==> config.mk <==
export PLATFORM = sky130hd
export DESIGN_NAME = minimig_board_top
export DESIGN_NICKNAME = d
export VERILOG_FILES = /design/src/verilog/board_pkg.sv /design/src/verilog/activity_leds.sv /design/src/verilog/board_io.sv /design/src/verilog/minimig_board_top.sv /design/src/verilog/qmem_bridge.sv /design/src/verilog/reset_sequencer.sv
export VERILOG_INCLUDE_DIRS = /design/src /design/src/verilog
export SDC_FILE = /design/constraint.sdc
export NUM_CORES = 1
export LEC_CHECK = 0
export ABC_AREA = 1
export ABC_CLOCK_PERIOD_IN_PS = 3700
export CORE_MARGIN = 5
export CORE_UTILIZATION = 35
export DETAILED_ROUTE_END_ITERATION = 10
export DONT_BUFFER_PORTS = 1
export GPL_ROUTABILITY_DRIVEN = 0
export PLACE_DENSITY_LB_ADDON = 0.25
export SYNTH_ARGS = -nofsm -noshare
export SYNTH_HDL_FRONTEND = slang
export SYNTH_SLANG_ARGS = --single-unit
==> constraint.sdc <==
create_clock -name clk_28 -period 3.7 [get_ports clk_28]
set_clock_uncertainty 0.15 [all_clocks]
set_input_delay 0.185 -clock clk_28 [delete_from_list [all_inputs] [get_ports clk_28]]
set_output_delay 0.185 -clock clk_28 [all_outputs]
set_load 0.005 [all_outputs]
==> src/verilog/board_defines.svh <==
`ifndef BOARD_DEFINES_SVH
`define BOARD_DEFINES_SVH

//////////////////////////////////////////////////
// qmem bus widths
//////////////////////////////////////////////////

`define BOARD_AW          23  // Byte address width
`define BOARD_MDW         32  // Control side data word
`define BOARD_SDW         16  // SDRAM side halfword

//////////////////////////////////////////////////
// Board timing
//////////////////////////////////////////////////

`define BOARD_SYNC_STAGES 2   // Flops per input synchronizer

// Core reset hold after the last cause is gone
`define BOARD_RST_HOLD    16
// Extra cycles before the CPU may run
`define BOARD_CPU_HOLD    16

`define BOARD_LED_HOLD    32  // Visible LED stretch in cycles

`endif

==> src/verilog/board_pkg.sv <==
`include "board_defines.svh"

package board_pkg;

  // qmem bus
  typedef logic [`BOARD_AW-1:0]    qmem_adr_t;  // Byte address
  typedef logic [`BOARD_MDW-1:0]   mdat_t;      // Master data word
  typedef logic [`BOARD_MDW/8-1:0] msel_t;      // Master byte selects
  typedef logic [`BOARD_SDW-1:0]   sdat_t;      // Slave halfword
  typedef logic [`BOARD_SDW/8-1:0] ssel_t;      // Slave byte selects

  // Board I/O
  typedef logic [7:0] led_t;  // Green LEDs
  typedef logic [3:0] sw_t;   // Toggle switches
  typedef logic [1:0] key_t;  // Push buttons, low when pressed

  // Bridge sequencing
  typedef enum logic [1:0] {
    br_idle,   // Waiting for m_cs
    br_upper,  // Halfword at selects 3..2
    br_lower,  // Halfword at selects 1..0
    br_done    // m_ack cycle
  } bridge_state_t;

  typedef enum logic [1:0] {
    rs_hold,      // Everything in reset
    rs_core_run,  // Minimig core released
    rs_all_run    // CPU released too
  } rst_state_t;

endpackage

==> src/verilog/activity_leds.sv <==
`timescale 1ns/1ps

`include "board_defines.svh"

module activity_leds
  import board_pkg::*;
(
  input  logic clk_28,
  input  logic rst,
  input  logic floppy_fwr,   // Floppy FIFO write
  input  logic floppy_frd,   // Floppy FIFO read
  input  logic hd_fwr,       // HD FIFO write
  input  logic hd_frd,       // HD FIFO read
  input  logic dram_active,  // Bridge slave cycle
  input  logic rst_minimig,
  input  logic rst_cpu,
  input  logic fifo_full,
  output led_t led_g
);

  localparam int n_str = 5;                           // Stretched LEDs
  localparam int cnt_w = $clog2(`BOARD_LED_HOLD + 1);

  localparam logic [cnt_w-1:0] hold_val = cnt_w'(`BOARD_LED_HOLD);

  logic [n_str-1:0] pulse;
  logic [cnt_w-1:0] cnt [n_str];  // Remaining lit cycles
  logic [n_str-1:0] lit;
  logic [2:0]       status_q;     // Registered direct LEDs

  // LED bit order 0..4
  assign pulse = {dram_active, hd_frd, hd_fwr, floppy_frd, floppy_fwr};

  //////////////////////////////////////////////////
  // Pulse stretchers
  //////////////////////////////////////////////////

  always_ff @(posedge clk_28) begin
    if (rst) begin
      for (int i = 0; i < n_str; i++) begin
        cnt[i] <= '0;
      end
      status_q <= '0;
    end else begin
      for (int i = 0; i < n_str; i++) begin
        if (pulse[i]) begin
          cnt[i] <= hold_val;        // Restart on every pulse
        end else if (cnt[i] != '0) begin
          cnt[i] <= cnt[i] - 1'b1;
        end
      end
      status_q <= {fifo_full, rst_cpu, rst_minimig};
    end
  end

  always_comb begin
    for (int i = 0; i < n_str; i++) begin
      lit[i] = (cnt[i] != '0);
    end
  end

  //////////////////////////////////////////////////
  // LED map
  //////////////////////////////////////////////////

  assign led_g = {status_q, lit};  // 7 fifo_full, 6 rst_cpu, 5 rst_minimig

endmodule

==> src/verilog/board_io.sv <==
`timescale 1ns/1ps

`include "board_defines.svh"

module board_io
  import board_pkg::*;
(
  input  logic       clk_28,
  input  logic       rst,
  input  sw_t        sw,           // Raw switches
  input  key_t       key,          // Raw keys
  input  logic       uart_rxd,     // Board UART receive pin
  input  logic       ctrl_txd,     // ctrl CPU transmit
  input  logic       minimig_txd,  // Minimig transmit
  input  logic       sd_dat,       // SD card MISO
  input  logic       minimig_sdo,  // Minimig SPI data out
  input  logic [3:0] spi_cs_n,     // Only bit 0 (SD card) matters here
  output key_t       key_sync,
  output logic       uart_txd,
  output logic       ctrl_rxd,
  output logic       minimig_rxd,
  output logic       spi_di,
  output logic       sd_dat3,
  output logic       scan_15khz,
  output logic       audio_swap,
  output logic       audio_mix
);

  sw_t  sw_pipe  [`BOARD_SYNC_STAGES];  // Switch sync chain
  key_t key_pipe [`BOARD_SYNC_STAGES];  // Key sync chain
  sw_t  sw_sync;
  logic uart_sel;                       // High routes UART to ctrl

  //////////////////////////////////////////////////
  // Input synchronizers
  //////////////////////////////////////////////////

  always_ff @(posedge clk_28) begin
    if (rst) begin
      for (int i = 0; i < `BOARD_SYNC_STAGES; i++) begin
        sw_pipe[i]  <= '0;
        key_pipe[i] <= '1;  // Keys released
      end
    end else begin
      sw_pipe[0]  <= sw;
      key_pipe[0] <= key;
      for (int i = 1; i < `BOARD_SYNC_STAGES; i++) begin
        sw_pipe[i]  <= sw_pipe[i-1];
        key_pipe[i] <= key_pipe[i-1];
      end
    end
  end

  assign sw_sync  = sw_pipe[`BOARD_SYNC_STAGES-1];
  assign key_sync = key_pipe[`BOARD_SYNC_STAGES-1];

  //////////////////////////////////////////////////
  // UART and SPI routing
  //////////////////////////////////////////////////

  assign uart_sel    = sw_sync[0];
  assign uart_txd    = uart_sel ? ctrl_txd : minimig_txd;
  assign ctrl_rxd    = uart_sel ? uart_rxd : 1'b1;   // Idle line when unrouted
  assign minimig_rxd = uart_sel ? 1'b1     : uart_rxd;

  assign spi_di  = !spi_cs_n[0] ? sd_dat : minimig_sdo;  // SD card owns MISO when selected
  assign sd_dat3 = spi_cs_n[0];                          // SD chip select pin

  // Configuration switches
  assign scan_15khz = sw_sync[1];
  assign audio_swap = sw_sync[2];
  assign audio_mix  = sw_sync[3];

endmodule

==> src/verilog/minimig_board_top.sv <==
`timescale 1ns/1ps

module minimig_board_top
  import board_pkg::*;
(
  input  logic       clk_28,
  input  logic       rst,
  input  logic       pll_locked,
  // Switches, keys, serial
  input  sw_t        sw,
  input  key_t       key,
  input  logic       uart_rxd,
  input  logic       ctrl_txd,
  input  logic       minimig_txd,
  input  logic       sd_dat,
  input  logic       minimig_sdo,
  input  logic [3:0] spi_cs_n,
  output logic       uart_txd,
  output logic       ctrl_rxd,
  output logic       minimig_rxd,
  output logic       spi_di,
  output logic       sd_dat3,
  output logic       scan_15khz,
  output logic       audio_swap,
  output logic       audio_mix,
  // Resets
  output logic       rst_sys,
  output logic       rst_minimig,
  output logic       rst_cpu,
  // qmem master side
  input  logic       m_cs,
  input  logic       m_we,
  input  qmem_adr_t  m_adr,
  input  msel_t      m_sel,
  input  mdat_t      m_dat_w,
  output mdat_t      m_dat_r,
  output logic       m_ack,
  output logic       m_err,
  // qmem slave side
  input  sdat_t      s_dat_r,
  input  logic       s_ack,
  input  logic       s_err,
  output logic       s_cs,
  output logic       s_we,
  output qmem_adr_t  s_adr,
  output ssel_t      s_sel,
  output sdat_t      s_dat_w,
  // Activity
  input  logic       floppy_fwr,
  input  logic       floppy_frd,
  input  logic       hd_fwr,
  input  logic       hd_frd,
  input  logic       fifo_full,
  output led_t       led_g
);

  key_t key_sync;  // Bit 0 is the reset key

  board_io board_io (
    .clk_28      (clk_28),
    .rst         (rst),
    .sw          (sw),
    .key         (key),
    .uart_rxd    (uart_rxd),
    .ctrl_txd    (ctrl_txd),
    .minimig_txd (minimig_txd),
    .sd_dat      (sd_dat),
    .minimig_sdo (minimig_sdo),
    .spi_cs_n    (spi_cs_n),
    .key_sync    (key_sync),
    .uart_txd    (uart_txd),
    .ctrl_rxd    (ctrl_rxd),
    .minimig_rxd (minimig_rxd),
    .spi_di      (spi_di),
    .sd_dat3     (sd_dat3),
    .scan_15khz  (scan_15khz),
    .audio_swap  (audio_swap),
    .audio_mix   (audio_mix)
  );

  reset_sequencer reset_sequencer (
    .clk_28      (clk_28),
    .rst         (rst),
    .key_n       (key_sync[0]),
    .pll_locked  (pll_locked),
    .rst_sys     (rst_sys),
    .rst_minimig (rst_minimig),
    .rst_cpu     (rst_cpu)
  );

  qmem_bridge qmem_bridge (
    .clk_28  (clk_28),
    .rst     (rst),
    .m_cs    (m_cs),
    .m_we    (m_we),
    .m_adr   (m_adr),
    .m_sel   (m_sel),
    .m_dat_w (m_dat_w),
    .m_dat_r (m_dat_r),
    .m_ack   (m_ack),
    .m_err   (m_err),
    .s_dat_r (s_dat_r),
    .s_ack   (s_ack),
    .s_err   (s_err),
    .s_cs    (s_cs),
    .s_we    (s_we),
    .s_adr   (s_adr),
    .s_sel   (s_sel),
    .s_dat_w (s_dat_w)
  );

  activity_leds activity_leds (
    .clk_28      (clk_28),
    .rst         (rst),
    .floppy_fwr  (floppy_fwr),
    .floppy_frd  (floppy_frd),
    .hd_fwr      (hd_fwr),
    .hd_frd      (hd_frd),
    .dram_active (s_cs),        // SDRAM side busy
    .rst_minimig (rst_minimig),
    .rst_cpu     (rst_cpu),
    .fifo_full   (fifo_full),
    .led_g       (led_g)
  );

endmodule

==> src/verilog/qmem_bridge.sv <==
`timescale 1ns/1ps

`include "board_defines.svh"

module qmem_bridge
  import board_pkg::*;
(
  input  logic      clk_28,
  input  logic      rst,
  // 32 bit master side
  input  logic      m_cs,
  input  logic      m_we,
  input  qmem_adr_t m_adr,
  input  msel_t     m_sel,
  input  mdat_t     m_dat_w,
  output mdat_t     m_dat_r,
  output logic      m_ack,
  output logic      m_err,
  // 16 bit slave side
  input  sdat_t     s_dat_r,
  input  logic      s_ack,
  input  logic      s_err,
  output logic      s_cs,
  output logic      s_we,
  output qmem_adr_t s_adr,
  output ssel_t     s_sel,
  output sdat_t     s_dat_w
);

  localparam int mdw = `BOARD_MDW;
  localparam int sdw = `BOARD_SDW;
  localparam int msw = `BOARD_MDW / 8;
  localparam int ssw = `BOARD_SDW / 8;

  bridge_state_t state;
  qmem_adr_t     hi_adr;
  qmem_adr_t     lo_adr;
  ssel_t         hi_sel;
  ssel_t         lo_sel;
  sdat_t         hi_dat;
  sdat_t         lo_dat;

  //////////////////////////////////////////////////
  // Halfword split of the held master request
  //////////////////////////////////////////////////

  assign hi_adr = {m_adr[`BOARD_AW-1:2], 2'b00};  // Word aligned
  assign lo_adr = {m_adr[`BOARD_AW-1:2], 2'b10};  // Second halfword
  assign hi_sel = m_sel[msw-1:ssw];
  assign lo_sel = m_sel[ssw-1:0];
  assign hi_dat = m_dat_w[mdw-1:sdw];
  assign lo_dat = m_dat_w[sdw-1:0];

  //////////////////////////////////////////////////
  // Control FSM
  //////////////////////////////////////////////////

  always_ff @(posedge clk_28) begin
    if (rst) begin
      state <= br_idle;
      s_cs  <= 1'b0;
    end else begin
      case (state)
        br_idle: begin
          if (m_cs) begin
            state <= (hi_sel != '0) ? br_upper : br_lower;
            s_cs  <= (m_sel != '0);  // No slave cycle for empty selects
          end
        end
        br_upper: begin
          if (s_ack) begin
            if (lo_sel != '0) begin
              state <= br_lower;     // s_cs stays high
            end else begin
              state <= br_done;
              s_cs  <= 1'b0;
            end
          end
        end
        br_lower: begin
          if (s_ack || !s_cs) begin  // Idle pass on empty selects
            state <= br_done;
            s_cs  <= 1'b0;
          end
        end
        br_done: state <= br_idle;   // Master drops or renews m_cs here
        default: state <= br_idle;
      endcase
    end
  end

  //////////////////////////////////////////////////
  // Slave request and master return data
  //////////////////////////////////////////////////

  always_ff @(posedge clk_28) begin
    case (state)
      br_idle: begin
        if (m_cs) begin
          m_dat_r <= '0;  // Skipped halves read as zero
          m_err   <= 1'b0;
          s_we    <= m_we;
          if (hi_sel != '0) begin
            s_adr   <= hi_adr;
            s_sel   <= hi_sel;
            s_dat_w <= hi_dat;
          end else begin
            s_adr   <= lo_adr;
            s_sel   <= lo_sel;
            s_dat_w <= lo_dat;
          end
        end
      end
      br_upper: begin
        if (s_ack) begin
          m_err <= m_err | s_err;
          if (!s_we) begin
            m_dat_r[mdw-1:sdw] <= s_dat_r;
          end
          s_adr   <= lo_adr;  // Ready for the lower half
          s_sel   <= lo_sel;
          s_dat_w <= lo_dat;
        end
      end
      br_lower: begin
        if (s_ack) begin
          m_err <= m_err | s_err;
          if (!s_we) begin
            m_dat_r[sdw-1:0] <= s_dat_r;
          end
        end
      end
      default: begin
      end
    endcase
  end

  assign m_ack = (state == br_done);  // One cycle per request

endmodule

==> src/verilog/reset_sequencer.sv <==
`timescale 1ns/1ps

`include "board_defines.svh"

module reset_sequencer
  import board_pkg::*;
(
  input  logic clk_28,
  input  logic rst,
  input  logic key_n,        // Synchronized reset key, low when pressed
  input  logic pll_locked,
  output logic rst_sys,
  output logic rst_minimig,
  output logic rst_cpu
);

  localparam int hold_max = (`BOARD_RST_HOLD > `BOARD_CPU_HOLD) ?
                            `BOARD_RST_HOLD : `BOARD_CPU_HOLD;
  localparam int cnt_w    = (hold_max > 2) ? $clog2(hold_max) : 1;

  localparam logic [cnt_w-1:0] core_last = cnt_w'(`BOARD_RST_HOLD - 1);
  localparam logic [cnt_w-1:0] cpu_last  = cnt_w'(`BOARD_CPU_HOLD - 1);

  rst_state_t       state;
  logic [cnt_w-1:0] cnt;    // Cycles spent in the current stage
  logic             cause;  // Any reset source active

  assign cause = rst | ~key_n | ~pll_locked;

  always_ff @(posedge clk_28) begin
    rst_sys <= cause;  // One stage behind the causes
    if (cause) begin   // Any cause returns to hold
      state <= rs_hold;
      cnt   <= '0;
    end else begin
      case (state)
        rs_hold: begin
          if (cnt == core_last) begin  // Core hold expired
            state <= rs_core_run;
            cnt   <= '0;
          end else begin
            cnt <= cnt + 1'b1;
          end
        end
        rs_core_run: begin
          if (cnt == cpu_last) begin   // CPU hold expired
            state <= rs_all_run;
            cnt   <= '0;
          end else begin
            cnt <= cnt + 1'b1;
          end
        end
        rs_all_run: cnt <= '0;         // Stay until a new cause
        default:    state <= rs_hold;
      endcase
    end
  end

  assign rst_minimig = (state == rs_hold);
  assign rst_cpu     = (state != rs_all_run);

endmodule
# Yosys cells after proc, flatten, opt, wreduce, memory -nomap -nowiden
# Memories as Yosys holds them, arrays and structs flattened.
# Cells that the tools add are included.
# word_totals
memories	3
mem_bits_rw	42
out_inout_bits	96
register_bits	88
in_bits	102
# classes
n_eq_ne	17
bitwise_logic	20
mux	92
add_sub_neg	6
reduce_logical	27
# memory_table
memory	words	word_bits	rd	rd_clocked_by_memory_dff	write_ports	line_no	source
activity_leds.cnt	5	6	5	0	5	activity_leds.sv:27	logic [cnt_w-1:0] cnt [n_str];
board_io.sw_pipe	2	4	2	0	2	board_io.sv:29	sw_t sw_pipe [`BOARD_SYNC_STAGES];
board_io.key_pipe	2	2	2	0	2	board_io.sv:30	key_t key_pipe [`BOARD_SYNC_STAGES];
# op_table
op	count
$pmux 16 s2	3
$mux 16	5
$mux 6	10
$mux 1	49
$mux 23	2
$pmux 23 s2	1
$mux 32	1
$reduce_bool 6->1	5
$sub 6x1->6 const B	5
$mux 2	12
$or 1x1->1	17
$ne 2x2->1 const B	8
$mux 4	3
$reduce_and 3->1	4
$reduce_bool 2->1	6
$pmux 2 s4	1
$pmux 4 s2	1
$reduce_and 4->1	2
$eq 2x2->1 const B	3
$ne 2x1->1 const B	3
$pmux 2 s3	1
$reduce_and 5->1	1
$add 4x1->4 const B	1
$eq 2x1->1 const B	2
other kinds (12)	16

# Longest topological paths before layout
# An unclocked memory read counts as a cell.
# logic_depth
word_depth	7
mapped_depth	11
ltp_nobuf	11

# Cells and area by module
# Synthesis repeated with hierarchy kept, for this count alone.
# hier_totals
cells_unflattened	554
area_unflattened_um2	5780.5
# modules_own_cells
mod	cells_each	area_per_inst_um2	instances
qmem_bridge	263	3149.3	1
activity_leds	207	1918.1	1
board_io	47	400.4	1
reset_sequencer	37	312.8	1

# Worst setup path before layout
# Ideal clock, no wire load.
# synth_path
path_type	reg2reg
from	reg qmem_bridge.state[0]
to	reg qmem_bridge.m_dat_r[16], enable pin
synth_period_minus_slack_ns	3.691
setup_ns	0.373
t_required_ns	3.177
path_slack_ns	0.009
stages_incl_launch_ff	7
arrival_ns	3.168
path_cell_list	dfxtp_1 inv_1 ha_1 nand2_1 o21ai_2 nor2_1 o21a_1
# synth_between
elab_chain_len	3
elab_cells_between_ends	7
cone_classes	eq/ne: 4; reduce/logical: 3
# synth_rtl
element	line_no	source
start: declaration	qmem_bridge.sv:35	bridge_state_t state;
start signal: assignment	qmem_bridge.sv:60	state <= br_idle;
start signal: assignment	qmem_bridge.sv:66	state <= (hi_sel != '0) ? br_upper : br_lower;
start signal: assignment	qmem_bridge.sv:73	state <= br_lower;
$eq 2x1->1 or $logic_not 2->1 (tied branches)	qmem_bridge.sv:97	case (state)
$ne 2x2->1 (no line) or $reduce_bool 2->1 (tied branches)	--	
$reduce_and 4->1 (no line) (*)	--	
end signal: indexed assignment	qmem_bridge.sv:118	m_dat_r[mdw-1:sdw] <= s_dat_r;
end signal: indexed assignment	qmem_bridge.sv:129	m_dat_r[sdw-1:0] <= s_dat_r;
end: declaration	qmem_bridge.sv:16	output mdat_t m_dat_r,
# Mark *: on every way between the ends. The rest lies on a longest branch, timed or not.
# A chain may end at the register's enable or synchronous reset.

# Final worst setup path
# layout_path
from	reg qmem_bridge.state[1]
to	reg qmem_bridge.state[0]
# layout_between
elab_chain_len	3
elab_cells_between_ends	9
cone_classes	eq/ne: 6; mux: 1; reduce/logical: 2
# layout_rtl
element	line_no	source
$eq 2x2->1, or another cell as far along	qmem_bridge.sv:63	case (state)
$ne 2x1->1 (no line) or $ne 2x2->1 (tied branches)	--	
$reduce_and 3->1 (no line)	--	
# Several ways; a longest one is shown, not always the timed one.

==> results_tabular.tex <==
\begin{tabular}{lr}
\hline
Metric & Value \\
\hline
\multicolumn{2}{l}{\textbf{Power and ir drop}} \\
Switching power as a share of total power & 0.3028 \\
Clock power frac & 0.319 \\
Maximum vdd drop & 0.3212 mV \\
Pwr Density & 736.2 nW/um\^{}2 \\
Cell-internal power & 3.745 mW \\
Switching power summed over all nets & 1.626 mW \\
Gate power share & 0.202 \\
Leak pwr & 3.061 nW \\
Fraction of power consumed by sequential logic & 0.480 \\
\multicolumn{2}{l}{\textbf{Logic synthesis}} \\
Share of the synthesized area in the top cell type & 0.5669 \\
Dominant combinational cell family by area after synthesis & simple AND/OR/NAND/NOR gates \\
Mux cell area share after synthesis & 0.03475 \\
Leading cell types by total area after synthesis & edfxtp\_1 57\%, dfxtp\_1 8.4\%, nand2\_1 5.9\%, inv\_1 5.3\%, nor2\_1 4.0\% \\
Top cell type by total area after synthesis & edfxtp\_1 \\
Per-instance average area after synthesis & 11.22 sq um \\
Area fraction in compound gates after synthesis & 0.03861 \\
Cell area after synthesis & 5509 sq um \\
Total of warnings raised by yosys & 0 \\
Post-synthesis share of cell area spent on full adders, half adders and majority gates & 0.02953 \\
Number of unique standard cell types used by synthesis & 38 \\
Gate Count Post-Synth & 491 \\
Parity-gate share of the synthesized area counting xor and xnor cells & 0.01908 \\
Seq/Total Area, Yosys & 0.6505 \\
FF+latch count, synth & 127 \\
Post-synth net total & 606 \\
Fraction of the mapped netlist area in simple logic gates & 0.1601 \\
\multicolumn{2}{l}{\textbf{Route}} \\
Mean routed wirelength per cell & 15.49 microns \\
Remaining design rule violation count & 0 \\
Average vias per placed instance & 4.574 \\
Final routed wirelength across all metal layers & 12720 microns \\
Antenna Nets Post-Route & 0 \\
Pre-Repair DR Iteration Count & 4 \\
Starting DRC count in detailed routing & 187 \\
Via total after detailed routing & 3755 \\
\multicolumn{2}{l}{\textbf{Floorplanning}} \\
Starting density of the core & 0.3597 \\
Core Rows & 45 \\
Floorplan die width & 135.5 microns \\
Floorplan Core Area & 15310 sq um \\
Boundary Pins & 198 \\
Die Outline Area & 18350 sq um \\
Vertical extent of the die & 135.5 microns \\
\multicolumn{2}{l}{\textbf{Critical path}} \\
Arrival time of the worst setup path & 3.44 ns \\
End of the worst register-to-register path & qmem\_bridge.state[0]\$\_SDFFE\_PP0P\_ \\
Launching point of the worst reg2reg path & qmem\_bridge.state[1]\$\_SDFFE\_PP0P\_ \\
Minimum setup slack among reg-to-reg paths & 0.40 ns \\
Sort of element at the end of the critical path & register \\
Req. time, crit path & 3.84 ns \\
Startpoint type of the worst setup path & register \\
R2r worst-path depth & 10 \\
Category of the critical setup timing path & register to register \\
CP max FO & 23 \\
\multicolumn{2}{l}{\textbf{STA}} \\
\# setup viols final & 0 \\
Final sum of negative setup slack & 0 ns \\
Slew Limit Fails & 0 \\
Fin crit share & 0.8910 \\
Worst Max-Slew Pin Slew & 0.8974 ns \\
Headroom to the max-slew limit & 0.3998 \\
Maximum frequency from static timing analysis & 303.3 MHz \\
Post-Route Hold Slack & 0.03772 ns \\
Final min period & 3.297 ns \\
Setup repair after global routing missed its margin & no \\
Number of hold violations in the final report & 0 \\
\multicolumn{2}{l}{\textbf{GRT}} \\
GRT Overall Usage & 0.1363 \\
Overflow left after global routing & 0 \\
Via count of the first global-routing pass & 3712 \\
Global-route wire length before repair & 19150 microns \\
Number of antenna violations at the first check in global routing & 0 \\
Maximum number of pins on one net before global-route repair & 41 \\
\multicolumn{2}{l}{\textbf{Run}} \\
Reported max-cap violation count & 0 \\
\multicolumn{2}{l}{\textbf{Final layout}} \\
Final Non-Filler Cells & 821 \\
Filler cell count & 1422 \\
Total Nets Final & 712 \\
Fraction of final layout cells with drive strength greater than 1 & 0.1377 \\
Antenna diode count & 0 \\
Area added between synthesis and finish & 32.43\% \\
Cell area after layout & 7296 sq um \\
\multicolumn{2}{l}{\textbf{CTS}} \\
Total clock sinks & 127 \\
Clk buf depth & 2 \\
Number of buffers created by CTS & 17 \\
Clock tree root buffer cell & clkbuf\_16 \\
Number of buffers inserted to repair setup after CTS & 0 \\
CTS tree & yes \\
Clk pin slew, worst setup/hold paths & 0.06 ns \\
\# H-tree levels & 4 \\
Insertion delay to the later sink of the worst-skew pair & 0.41 ns \\
\multicolumn{2}{l}{\textbf{Run status}} \\
Status & finished clean \\
\multicolumn{2}{l}{\textbf{Min path}} \\
HP Start & hd\_fwr \\
Hold Crit Endpoint & activity\_leds.cnt[4][5]\$\_DFFE\_PP\_ \\
Hold/Removal Path Class & input pin to register \\
Hold Crit Depth & 6 \\
\multicolumn{2}{l}{\textbf{Placement}} \\
DPL Wire Length & 8852 microns \\
Placed Instances & 694 \\
Post-placement cell area & 5734 sq um \\
Input/output buffers & 0 \\
\hline
\end{tabular}
## cells by family after synthesis
kind of cell | after synthesis
buffers and inverters | 91
AND/OR/NAND/NOR | 193
other | 1
adder cells (fa/ha/maj) | 13
flip-flops | 127
AO/OA/AOI/OAI | 37
multiplexers | 17
XOR/XNOR | 12
## worst max-delay path, stage by stage (launching register included)
cell and delay (ns):
dfxtp_1 0.34, inv_1 0.09, ha_1 0.67, inv_2 0.16, o21ai_2 0.23, o21bai_2 0.18, inv_2 0.06, nand3_1 0.07
dlygate4sd3_1 0.56, a21oi_1 0.06, dlygate4sd3_1 0.60
## final cells by class
type	instances	area, sq um	share of cell area
Sequential cell	127	3583	0.4912
Multi-Input combinational cell	273	1565	0.2145
Timing Repair Buffer	97	965.9	0.1324
Clock buffer	18	429.2	0.05882
Inverter	81	306.5	0.04202
Tap cell	211	264.0	0.03619
Clock inverter	14	181.4	0.02487
## per-stage QoR
step | util | total power [mW] | worst slack (ns)
6_report | 0.4764 | 5.371 | 0.4032
5_1_grt | 0.4764 | 5.686 | 0.2160
4_1_cts | 0.4764 | 5.434 | 0.4240
3_5_place_dp | 0.3744 | 3.556 | 1.096
3_3_place_gp | 0.3744 | 3.517 | 1.137
2_1_floorplan | - | 3.216 | 0.008568
## synth_stat cells
cell type / instances
conb_1: 1
nor2_1: 59
nand3_2: 5
a21oi_1: 20
nand2_4: 2
buf_2: 1
nor3b_1: 1
nor4_1: 1
o31ai_1: 1
dfxtp_1: 23
o21bai_1: 1
clkbuf_1: 3
nor2_4: 3
edfxtp_1: 104
or2_2: 8
a211oi_1: 1
ha_1: 13
xnor2_1: 7
xor2_1: 5
buf_6: 1
o21a_1: 1
buf_4: 4
nor3_1: 4
nand2_1: 87
nand3_1: 9
o21bai_2: 1
mux2_2: 17
buf_1: 1
o21ai_0: 6
nand4_1: 6
nand2_2: 4
inv_2: 2
nor2_2: 3
o21ai_2: 3
inv_1: 78
o21ai_1: 3
inv_4: 1
nand3_4: 1
## flip-flops by register name, indices dropped and copies added, names as in the netlist
| signal | cells |
|---|---|
| qmem_bridge.m_dat_r | 32 |
| activity_leds.cnt | 30 |
| qmem_bridge.s_adr | 22 |
| qmem_bridge.s_dat_w | 16 |
| board_io.sw_pipe | 8 |
| reset_sequencer.cnt | 4 |
| activity_leds.status_q | 3 |
| board_io.key_pipe | 2 |
| qmem_bridge.s_sel | 2 |
| qmem_bridge.state | 2 |
| reset_sequencer.state | 2 |
| qmem_bridge.m_err | 1 |
| qmem_bridge.s_cs | 1 |
| qmem_bridge.s_we | 1 |
| reset_sequencer.rst_sys | 1 |
## routing by layer
layer / wire (microns) / track usage
met1: 4934 / 0.1493
met2: 6479 / 0.2353
met3: 1131 / 0.05795
met4: 172 / 0.05095
met5: 0 / 0
## worst max path at each step
stage / from / end / cells past startpoint
after CTS: qmem_bridge.state[1]$_SDFFE_PP0P_ / qmem_bridge.state[0]$_SDFFE_PP0P_ / 10
final: qmem_bridge.state[1]$_SDFFE_PP0P_ / qmem_bridge.state[0]$_SDFFE_PP0P_ / 10
after global placement: qmem_bridge.state[1]$_SDFFE_PP0P_ / qmem_bridge.m_dat_r[28]$_SDFFCE_PN0P_ / 5
after global routing: qmem_bridge.state[1]$_SDFFE_PP0P_ / qmem_bridge.state[0]$_SDFFE_PP0P_ / 10
after floorplan: qmem_bridge.state[0]$_SDFFE_PP0P_ / qmem_bridge.m_dat_r[16]$_SDFFCE_PN0P_ / 6
after detailed placement: qmem_bridge.state[1]$_SDFFE_PP0P_ / qmem_bridge.m_dat_r[31]$_SDFFCE_PN0P_ / 5
## cells in the final DEF (no fill, tap or decap), types with 6 or more instances in the layout
cell type,n
or2_2,8
dfxtp_1,23
ha_1,13
mux2_2,17
o21ai_0,6
nand3_1,9
clkbuf_16,17
xnor2_1,7
nand2_1,87
a21oi_1,20
dlygate4sd3_1,95
edfxtp_1,104
nand4_1,6
inv_1,78
nor2_1,58
## power by group through the flow
stage          logic (mW)  clock network [mW]  registers [mW]
2_1_floorplan       0.720                   0            2.50
3_3_place_gp        0.911                   0            2.61
3_5_place_dp        0.942                   0            2.61
4_1_cts              1.10                1.75            2.59
5_1_grt              1.22                1.84            2.63
6_report             1.08                1.71            2.58
## repair_timing
action | in CTS | in global routing
gates resized for setup | 0 | 0
endpoints found under the hold margin | 119 | 0
hold buffers | 95 | 0
endpoints found under the setup margin | 0 | 0
Note: power is estimated with default switching activity, not from simulation.
